## src/exec_params.svh

```systemverilog
// width and depth macros for the execute stage, included by the datapath package and by modules
`ifndef EXEC_PARAMS_SVH
`define EXEC_PARAMS_SVH

// data and address width
`define WORD_W 32

// register file index width, 32 registers
`define REG_W 5

// entries per result fifo, not counting the output head register
// must stay a power of two so the pointers wrap on their own
`define FIFO_DEPTH 4

`endif

```

## src/isa_pkg.sv

```systemverilog
// operation encodings the scoreboard places in an issue and the execute units decode
package isa_pkg;

    // integer alu operations
    typedef enum logic [3:0] {
        ADD  = 4'd0,
        SUB  = 4'd1,
        AND  = 4'd2,
        OR   = 4'd3,
        XOR  = 4'd4,
        SLL  = 4'd5,
        SRL  = 4'd6,
        SRA  = 4'd7,  // arithmetic, sign fill
        SLT  = 4'd8,  // signed compare
        SLTU = 4'd9   // unsigned compare
    } alu_op_e;

    // branch conditions, the two jumps fill the top of the range
    typedef enum logic [2:0] {
        BEQ  = 3'd0,
        BNE  = 3'd1,
        BLT  = 3'd2,
        BGE  = 3'd3,
        BLTU = 3'd4,
        BGEU = 3'd5,
        JAL  = 3'd6,
        JALR = 3'd7   // target from register a
    } branch_cond_e;

    // word accesses only
    typedef enum logic {
        LOAD  = 1'b0,
        STORE = 1'b1
    } mem_type_e;

endpackage

```

## src/datapath_pkg.sv

```systemverilog
// packed bundles exchanged between scoreboard, execute units, result buffers, fetch and writeback
`include "exec_params.svh"

package datapath_pkg;
    import isa_pkg::*;

    typedef logic [`WORD_W-1:0] word_t;
    typedef logic [`REG_W-1:0]  reg_idx_t;

    // scoreboard issue, at most one enable set
    typedef struct packed {
        logic         alu_en;
        logic         bfu_en;
        logic         sls_en;
        reg_idx_t     rd;          // destination for alu, jump link and load
        alu_op_e      alu_op;
        word_t        op_a;
        word_t        op_b;
        word_t        pc;          // pc of the issued instruction
        word_t        imm;
        branch_cond_e br_cond;
        logic         pred_taken;  // prediction made by fetch
        mem_type_e    mem_type;
        logic         halt;        // passes straight through
    } issue_t;

    // one register write
    typedef struct packed {
        reg_idx_t rd;
        word_t    data;
    } wb_result_t;

    // resolution sent back to fetch
    typedef struct packed {
        logic  miss;        // outcome differs from prediction
        logic  taken;
        word_t correct_pc;  // redirect address
        logic  update_btb;
    } branch_res_t;

    // data memory request, held until dhit
    typedef struct packed {
        logic  ren;
        logic  wen;
        word_t addr;
        word_t store_data;
    } dmem_req_t;

    // per unit done bits for the scoreboard
    typedef struct packed {
        logic alu;
        logic sls;
        logic bfu;
    } fu_done_t;

endpackage

```

## src/fu_alu.sv

```systemverilog
// combinational integer alu, its result goes into the writeback fifo in the issue cycle
`timescale 1ns/100ps

module fu_alu
    import isa_pkg::*;
    import datapath_pkg::*;
(
    input  issue_t     issue,
    output logic       push,
    output wb_result_t result
);

    logic [4:0] shamt;    // shift amount
    word_t      alu_out;

    assign shamt = issue.op_b[4:0];  // low 5 bits only
    assign push  = issue.alu_en;     // one cycle, no state

    always_comb begin
        case (issue.alu_op)
            ADD:     alu_out = issue.op_a + issue.op_b;
            SUB:     alu_out = issue.op_a - issue.op_b;
            AND:     alu_out = issue.op_a & issue.op_b;
            OR:      alu_out = issue.op_a | issue.op_b;
            XOR:     alu_out = issue.op_a ^ issue.op_b;
            SLL:     alu_out = issue.op_a << shamt;
            SRL:     alu_out = issue.op_a >> shamt;
            SRA:     alu_out = $signed(issue.op_a) >>> shamt;  // keeps sign bit
            SLT:     alu_out = word_t'($signed(issue.op_a) < $signed(issue.op_b));
            SLTU:    alu_out = word_t'(issue.op_a < issue.op_b);
            default: alu_out = '0;  // unused encodings
        endcase
    end

    // tag with destination
    assign result = '{rd: issue.rd, data: alu_out};

endmodule

```

## src/fu_branch.sv

```systemverilog
// branch and jump resolution, feeds the fetch redirect fifo and the jump link into writeback
`timescale 1ns/100ps

module fu_branch
    import isa_pkg::*;
    import datapath_pkg::*;
(
    input  issue_t      issue,
    output logic        br_push,
    output branch_res_t br_res,
    output logic        link_push,
    output wb_result_t  link
);

    logic  taken;
    logic  is_jump;
    word_t target;
    word_t next_pc;   // fall through and link value
    word_t jalr_sum;

    assign is_jump  = (issue.br_cond == JAL) || (issue.br_cond == JALR);
    assign next_pc  = issue.pc + word_t'(4);
    assign jalr_sum = issue.op_a + issue.imm;

    // condition on the two operands
    always_comb begin
        case (issue.br_cond)
            BEQ:     taken = (issue.op_a == issue.op_b);
            BNE:     taken = (issue.op_a != issue.op_b);
            BLT:     taken = ($signed(issue.op_a) < $signed(issue.op_b));
            BGE:     taken = ($signed(issue.op_a) >= $signed(issue.op_b));
            BLTU:    taken = (issue.op_a < issue.op_b);
            BGEU:    taken = (issue.op_a >= issue.op_b);
            default: taken = 1'b1;  // JAL, JALR
        endcase
    end

    // jalr is register relative, bit 0 cleared
    assign target = (issue.br_cond == JALR) ? (jalr_sum & ~word_t'(1)) : issue.pc + issue.imm;

    assign br_push = issue.bfu_en;
    assign br_res  = '{
        miss:       (taken != issue.pred_taken),
        taken:      taken,
        correct_pc: taken ? target : next_pc,
        update_btb: taken
    };

    // jumps also write the return address
    assign link_push = issue.bfu_en && is_jump;
    assign link      = '{rd: issue.rd, data: next_pc};

endmodule

```

## src/fu_scalar_ls.sv

```systemverilog
// word load/store unit with one access in flight, talks to the data memory over a dhit handshake
`timescale 1ns/100ps
`include "exec_params.svh"

module fu_scalar_ls
    import isa_pkg::*;
    import datapath_pkg::*;
(
    input  logic               CLK,
    input  logic               rst,
    input  issue_t             issue,
    output dmem_req_t          dmem_req,
    input  logic               dmem_dhit,
    input  logic [`WORD_W-1:0] dmem_load,
    output logic               ld_valid,
    output wb_result_t         ld_res,
    input  logic               ld_ready,
    output logic               busy,
    output logic               done
);

    typedef enum logic [1:0] {IDLE, ACCESS, HOLD} state_e;

    state_e   state;
    state_e   state_n;
    logic     start;     // accepted issue
    logic     hit;       // memory answered this cycle
    logic     ren_q;
    logic     wen_q;
    word_t    addr_q;
    word_t    store_q;
    reg_idx_t rd_q;
    word_t    ld_data_q;

    assign start = (state == IDLE) && issue.sls_en;
    assign hit   = (state == ACCESS) && dmem_dhit;

    always_comb begin
        state_n = state;
        case (state)
            IDLE:    if (issue.sls_en) state_n = ACCESS;
            ACCESS:  if (dmem_dhit) state_n = wen_q ? IDLE : HOLD;  // stores finish on dhit
            HOLD:    if (ld_ready) state_n = IDLE;                  // arbiter took the load
            default: state_n = IDLE;
        endcase
    end

    always_ff @(posedge CLK) begin
        if (rst) begin
            state <= IDLE;
            ren_q <= 1'b0;
            wen_q <= 1'b0;
        end else begin
            state <= state_n;
            if (start) begin
                ren_q <= (issue.mem_type == LOAD);
                wen_q <= (issue.mem_type == STORE);
            end else if (hit) begin
                ren_q <= 1'b0;  // drop request after dhit
                wen_q <= 1'b0;
            end
        end
    end

    // address, data and tag
    always_ff @(posedge CLK) begin
        if (start) begin
            addr_q  <= issue.op_a + issue.imm;
            store_q <= issue.op_b;
            rd_q    <= issue.rd;
        end
        if (hit && ren_q)
            ld_data_q <= dmem_load;
    end

    assign dmem_req = '{ren: ren_q, wen: wen_q, addr: addr_q, store_data: store_q};
    assign ld_valid = (state == HOLD);
    assign ld_res   = '{rd: rd_q, data: ld_data_q};
    assign busy     = (state != IDLE);
    assign done     = (hit && wen_q) || (ld_valid && ld_ready);

endmodule

```

## src/result_fifo.sv

```systemverilog
// synchronous fifo with registered head and valid/ready on both sides, payload type set per instance
`timescale 1ns/100ps
`include "exec_params.svh"

module result_fifo
    import datapath_pkg::*;
#(
    parameter type T = wb_result_t
) (
    input  logic CLK,
    input  logic rst,
    input  logic push,
    input  T     din,
    output logic full,
    output logic valid,
    output T     dout,
    input  logic ready
);

    localparam int DEPTH = `FIFO_DEPTH;
    localparam int PTR_W = $clog2(DEPTH);

    T                 mem [DEPTH];
    logic [PTR_W-1:0] wr_ptr;
    logic [PTR_W-1:0] rd_ptr;
    logic [PTR_W:0]   count;      // entries in mem, head not counted
    logic             head_load;  // head empty or popped this cycle
    logic             from_mem;
    logic             bypass;     // empty fifo, push goes straight to head
    logic             to_mem;

    assign head_load = !valid || ready;
    assign from_mem  = head_load && (count != '0);
    assign bypass    = head_load && (count == '0) && push;
    assign to_mem    = push && !bypass;
    assign full      = (count == (PTR_W + 1)'(DEPTH));

    always_ff @(posedge CLK) begin
        if (rst) begin
            valid  <= 1'b0;
            wr_ptr <= '0;
            rd_ptr <= '0;
            count  <= '0;
        end else begin
            if (head_load)
                valid <= from_mem || bypass;
            if (to_mem)
                wr_ptr <= wr_ptr + 1'b1;  // wraps, depth is a power of two
            if (from_mem)
                rd_ptr <= rd_ptr + 1'b1;
            case ({to_mem, from_mem})
                2'b10:   count <= count + 1'b1;
                2'b01:   count <= count - 1'b1;
                default: count <= count;
            endcase
        end
    end

    always_ff @(posedge CLK) begin
        if (to_mem)
            mem[wr_ptr] <= din;
        if (from_mem)
            dout <= mem[rd_ptr];  // oldest first
        else if (bypass)
            dout <= din;
    end

endmodule

```

## src/wb_arbiter.sv

```systemverilog
// registered writeback stage, merges the held load result with the alu/jump fifo head
`timescale 1ns/100ps

module wb_arbiter
    import datapath_pkg::*;
(
    input  logic       CLK,
    input  logic       rst,
    input  logic       ld_valid,
    input  wb_result_t ld_res,
    output logic       ld_ready,
    input  logic       fifo_valid,
    input  wb_result_t fifo_res,
    output logic       fifo_ready,
    output logic       wb_valid,
    output wb_result_t wb_out,
    input  logic       wb_ready
);

    logic take;  // output register free or draining

    assign take       = !wb_valid || wb_ready;
    assign ld_ready   = take;
    assign fifo_ready = take && !ld_valid;  // load wins

    always_ff @(posedge CLK) begin
        if (rst)
            wb_valid <= 1'b0;
        else if (take)
            wb_valid <= ld_valid || fifo_valid;
    end

    // held while wb_ready is low
    always_ff @(posedge CLK) begin
        if (take) begin
            if (ld_valid)
                wb_out <= ld_res;
            else if (fifo_valid)
                wb_out <= fifo_res;
        end
    end

endmodule

```

## src/execute.sv

```systemverilog
// execute stage top, wires the units, result fifos and writeback arbiter to scoreboard and memory
`timescale 1ns/100ps
`include "exec_params.svh"

module execute
    import datapath_pkg::*;
(
    input  logic               CLK,
    input  logic               rst,
    input  issue_t             issue,
    output logic               issue_ready,
    output dmem_req_t          dmem_req,
    input  logic               dmem_dhit,
    input  logic [`WORD_W-1:0] dmem_load,
    output logic               wb_valid,
    output wb_result_t         wb_out,
    input  logic               wb_ready,
    output logic               br_valid,
    output branch_res_t        br_out,
    input  logic               br_ready,
    output fu_done_t           fu_done,
    output logic               halt_out
);

    logic        alu_push;
    wb_result_t  alu_res;
    logic        br_push;
    branch_res_t br_res;
    logic        link_push;
    wb_result_t  link_res;
    logic        ld_valid;
    wb_result_t  ld_res;
    logic        ld_ready;
    logic        sls_busy;
    logic        sls_done;
    logic        wb_push;
    wb_result_t  wb_din;
    logic        wb_full;
    logic        fifo_valid;
    wb_result_t  fifo_res;
    logic        fifo_ready;
    logic        br_full;

    fu_alu alu_i (.issue(issue), .push(alu_push), .result(alu_res));

    fu_branch bfu_i (
        .issue(issue), .br_push(br_push), .br_res(br_res),
        .link_push(link_push), .link(link_res)
    );

    fu_scalar_ls sls_i (
        .CLK(CLK), .rst(rst), .issue(issue),
        .dmem_req(dmem_req), .dmem_dhit(dmem_dhit), .dmem_load(dmem_load),
        .ld_valid(ld_valid), .ld_res(ld_res), .ld_ready(ld_ready),
        .busy(sls_busy), .done(sls_done)
    );

    // one enable per cycle, so alu and jump link never collide
    assign wb_push = alu_push || link_push;
    assign wb_din  = alu_push ? alu_res : link_res;

    result_fifo #(.T(wb_result_t)) wb_fifo_i (
        .CLK(CLK), .rst(rst), .push(wb_push), .din(wb_din), .full(wb_full),
        .valid(fifo_valid), .dout(fifo_res), .ready(fifo_ready)
    );

    result_fifo #(.T(branch_res_t)) br_fifo_i (
        .CLK(CLK), .rst(rst), .push(br_push), .din(br_res), .full(br_full),
        .valid(br_valid), .dout(br_out), .ready(br_ready)  // straight to fetch
    );

    wb_arbiter arb_i (
        .CLK(CLK), .rst(rst),
        .ld_valid(ld_valid), .ld_res(ld_res), .ld_ready(ld_ready),
        .fifo_valid(fifo_valid), .fifo_res(fifo_res), .fifo_ready(fifo_ready),
        .wb_valid(wb_valid), .wb_out(wb_out), .wb_ready(wb_ready)
    );

    assign issue_ready = !sls_busy && !wb_full && !br_full;
    assign fu_done     = '{alu: alu_push, sls: sls_done, bfu: br_push};
    assign halt_out    = issue.halt;  // to the scoreboard, no speculation tracking here

endmodule

```

## config.mk

```make
export PLATFORM = sky130hd
export DESIGN_NAME = execute
export DESIGN_NICKNAME = d
export VERILOG_FILES = /design/src/isa_pkg.sv /design/src/datapath_pkg.sv /design/src/fu_alu.sv /design/src/fu_branch.sv /design/src/fu_scalar_ls.sv /design/src/result_fifo.sv /design/src/wb_arbiter.sv /design/src/execute.sv
export VERILOG_INCLUDE_DIRS = /design/src
export SDC_FILE = /design/constraint.sdc
export NUM_CORES = 1
export LEC_CHECK = 0
export ABC_CLOCK_PERIOD_IN_PS = 7450
export BUFFER_PORTS_ARGS = -buffer_cell sky130_fd_sc_hd__buf_2
export CAP_MARGIN = 20
export CORE_MARGIN = 2
export CORE_UTILIZATION = 30
export DETAILED_ROUTE_END_ITERATION = 7
export GPL_ROUTABILITY_DRIVEN = 1
export GPL_TIMING_DRIVEN = 0
export PLACE_DENSITY = 0.47
export SYNTH_ARGS = -nofsm -noshare
export SYNTH_HDL_FRONTEND = slang
export SYNTH_SLANG_ARGS = --single-unit
export TNS_END_PERCENT = 50
```

## constraint.sdc

```tcl
create_clock -name CLK -period 7.45 [get_ports CLK]
set_clock_uncertainty 0.2 [all_clocks]
set_input_delay 0 -clock CLK [delete_from_list [all_inputs] [get_ports CLK]]
set_output_delay 0 -clock CLK [all_outputs]
set_load 0.03 [all_outputs]
```

==> impl_metrics.csv <==
group,metric,value,unit
outcome,status,"complete, no violations",
synthesis,syn_area,32600,µm²
flow_run,cap_violations,0,
synthesis,ys_ff_latch,518,
power_and_ir_drop,seqPwrFrac,37.2,%
floorplanning,initial_utilization,30.3,%
power_and_ir_drop,internal-power,7.16,mW
synthesis,synth_common_cells,"edfxtp_1, nor2_1, a21oi_1",
timing,fin_ws,0.361,ns
placed_design,gp_congestion,1.02,
placed_design,preCtsSetupSlack,0.516,ns
floorplanning,die_w,334,µm
floorplanning,ioPinCount,328,
power_and_ir_drop,power_switching,4.02,mW
final_layout,area_delta_synth_final,24.0,%
timing,setup_violations,0,
synthesis,ys_top_cells_by_area,"edfxtp_1, mux4_2, ha_1, mux2_2, a21oi_1",
timing,hold_viol,0,
critical_path,startpoint_type,"input port",
placed_design,io_buffers,326,
power_and_ir_drop,power_frac_comb,36.8,%
routing,wl,136000,µm
synthesis,syn_nets,3210,
clock_network,clockBufferDepth,3,
clock_network,hold_buffers,209,
routing,antenna_left,0,
routing,first_iter_violations,2873,
global_route,grt_max_degree,33,
final_layout,nets,3830,
placed_design,dp_hpwl,105000,µm
clock_network,root_buffer,"clkbuf_16",
timing,fin_crit_sh,95.2,%
clock_network,h-tree-depth,2,
critical_path,arrival,7.30,ns
synthesis,seq_area_frac_synth,46.9,%
power_and_ir_drop,swShare,36.0,%
routing,vias_per_cell,5.59,
routing,drt_pass1_iterations,5,
clock_network,cts_buffers,60,
timing,slew_violations,0,
synthesis,synth_top_area_cell,"edfxtp_1",
synthesis,synth_edf_count,493,
global_route,overflow,0,
synthesis,synth_top_cell_area_share,45.4,%
synthesis,netlist-cell-type-count,87,
clock_network,cts_resized,0,
power_and_ir_drop,p_per_area,277,nW/µm²
timing,whs,0.0151,ns
critical_path,cp_data_required_time,7.66,ns
floorplanning,die_y,334,µm
clock_network,post_cts_buffers,0,
synthesis,syn_avg_cell_area,11.4,µm²
timing,fmax,0.141,GHz
floorplanning,core,108000,µm²
clock_network,cts_tree,"yes",
synthesis,yosys_warnings,0,
worst_hold_path,hold_class,"in2reg",
floorplanning,std_cell_rows,120,
synthesis,syn-instance-count,2849,
clock_network,clock-sinks,518,
synthesis,ys.flop_type,"edfxtp_1",
clock_network,worstSkewPairLatency,0.67,ns
critical_path,cp-end-kind,"register",
timing,rsz0062_at_grt,"false",
global_route,grt_pass1_vias,26900,
power_and_ir_drop,p_leak,15.2,nW
timing,worst_slew_pin_slew,1.09,ns
final_layout,drive_gt1_share,20.4,%
timing,period_minus_slack,7.09,ns
critical_path,worstSetupPathType,"in2reg",
routing,vias,27600,
timing,relSlewSlack,25.6,%
global_route,grt_pass1_wl,192000,µm
routing,post_drt_wl_per_cell,27.6,µm
synthesis,ys_async_sr_fraction,0,%
synthesis,synthMostInstantiatedCell,"edfxtp_1",
floorplanning,die-area,111000,µm²
critical_path,worstPathMaxFanout,13,
global_route,grt_antenna_before_repair,16,
global_route,gr-usage-all-layers,23.7,%
clock_network,cts.clk_slew.worst_paths,0.06,ns
routing,drc,0,
power_and_ir_drop,vdd_drop_max,0.213,mV
power_and_ir_drop,pwr-share-clk,26.0,%
==> final timing paths <==
| path | startpoint | end | slack (ns) | depth (start not counted) |
|---|---|---|---|---|
| max | issue[72] | br_fifo_i.mem[1][32] | 0.36 | 20 |
| min | issue[55] | br_fifo_i.mem[3][18] | 0.02 | 3 |
| max reg2reg | sls_i.state[1] | wb_fifo_i.count[2] | 2.94 | 14 |
| min reg2reg | wb_fifo_i.count[2] | wb_fifo_i.count[2] | 0.31 | 2 |
==> critical path, stage by stage <==
cell	delay (ns)
dlygate4sd3_1	0.54
buf_2	0.15
clkbuf_1	0.24
clkinv_1	0.24
buf_1	0.52
buf_1	0.61
buf_1	0.70
ha_1	0.42
o21ba_2	0.26
nor2b_4	0.12
o311a_1	0.29
nor4_4	0.09
o31ai_1	0.90
nand2_1	0.22
a31oi_4	0.52
nor2_2	0.20
buf_6	0.21
buf_2	0.22
o21a_1	0.21
dlygate4sd3_1	0.60
==> power by group through the flow <==
stage / Clock, mW / Combinational [mW] / Sequential (mW)
after detailed placement: 0 / 4.00 / 4.23
final: 2.90 / 4.11 / 4.16
after global placement: 0 / 3.91 / 4.27
after floorplan: 0 / 2.18 / 4.60
after global routing: 3.09 / 4.40 / 4.22
after CTS: 2.98 / 4.11 / 4.18
==> placed cells by master (no fill, tap or decap), types with 15 or more instances in the layout <==
cell,count
dfxtp_1,25
xor2_1,49
a22oi_1,22
clkinv_1,20
xnor2_1,49
o21bai_1,25
inv_1,133
edfxtp_1,493
a221oi_1,20
buf_2,343
o211ai_1,35
a31oi_1,29
mux2i_1,77
a21oi_1,188
nand4_1,29
mux2_2,92
a211oi_1,40
ha_1,172
buf_1,36
o22ai_1,41
nor3_1,57
nand3_1,51
o21ai_0,142
clkbuf_16,60
o31ai_1,16
nor2b_1,23
a21o_1,49
and2_1,15
or3_1,18
clkbuf_1,113
nor2_1,214
mux4_2,125
nand2_1,183
and3_1,22
o21a_1,28
dlygate4sd3_1,209
==> area by class of cell <==
class / count / area, µm²
sequential: 518 / 15300
tap: 1403 / 1760
clock buffer: 70 / 1540
clock inverter: 40 / 393
buffer: 165 / 683
timing repair buffer: 558 / 4060
multi-input combinational: 2025 / 16100
antenna: 8 / 20.0
inverter: 141 / 529
fill: 10600 / 67100
==> sequential cells by signal (all words and copies together) (netlist names), 2 cells and up, named ones only <==
register and cells:
arb_i.wb_out 37, sls_i.state 2, wb_fifo_i.dout 37, wb_fifo_i.count 3, sls_i.addr_q 32, sls_i.store_q 32, wb_fifo_i.wr_ptr 2, br_fifo_i.count 3
wb_fifo_i.mem 148, sls_i.ld_data_q 32, br_fifo_i.dout 34, wb_fifo_i.rd_ptr 2, br_fifo_i.rd_ptr 2, sls_i.rd_q 5, br_fifo_i.wr_ptr 2, br_fifo_i.mem 136
==> cell families (layout without fill, tap and decap cells) <==
| kind of cell | after synthesis | count (layout) | synth area share (%) |
|---|---|---|---|
| fa+ha+maj | 178 | 178 | 6.97 |
| other cells | 0 | 8 | 0 |
| simple gates | 684 | 684 | 9.90 |
| mux | 297 | 297 | 14.3 |
| flops | 518 | 518 | 46.9 |
| buf+inv | 306 | 974 | 3.72 |
| compound gates | 768 | 768 | 15.6 |
| xor+xnor | 98 | 98 | 2.63 |
==> layer usage <==
layer  wire length, µm  GRT usage (%)  up-vias
met5                70              0        -
met1             58400           32.7    13700
li1                  -              -    12300
met3             11700           4.59      259
met2             59500           36.5     1313
met4              6170           9.92       10
==> stage by stage <==
stage                     util (%)  std cells  TNS [ns]  area [µm²]  power, mW
after global routing          37.6       4921         0       40400       11.7
final                         37.6       4928         0       40400       11.2
after detailed placement      33.8       4600         0       36400       8.24
after floorplan                  -       2849         0       32600       6.78
after CTS                     37.6       4919         0       40400       11.3
after global placement        33.5       4578   -258.23       36000       8.18
(Power assumes the default switching activity.)
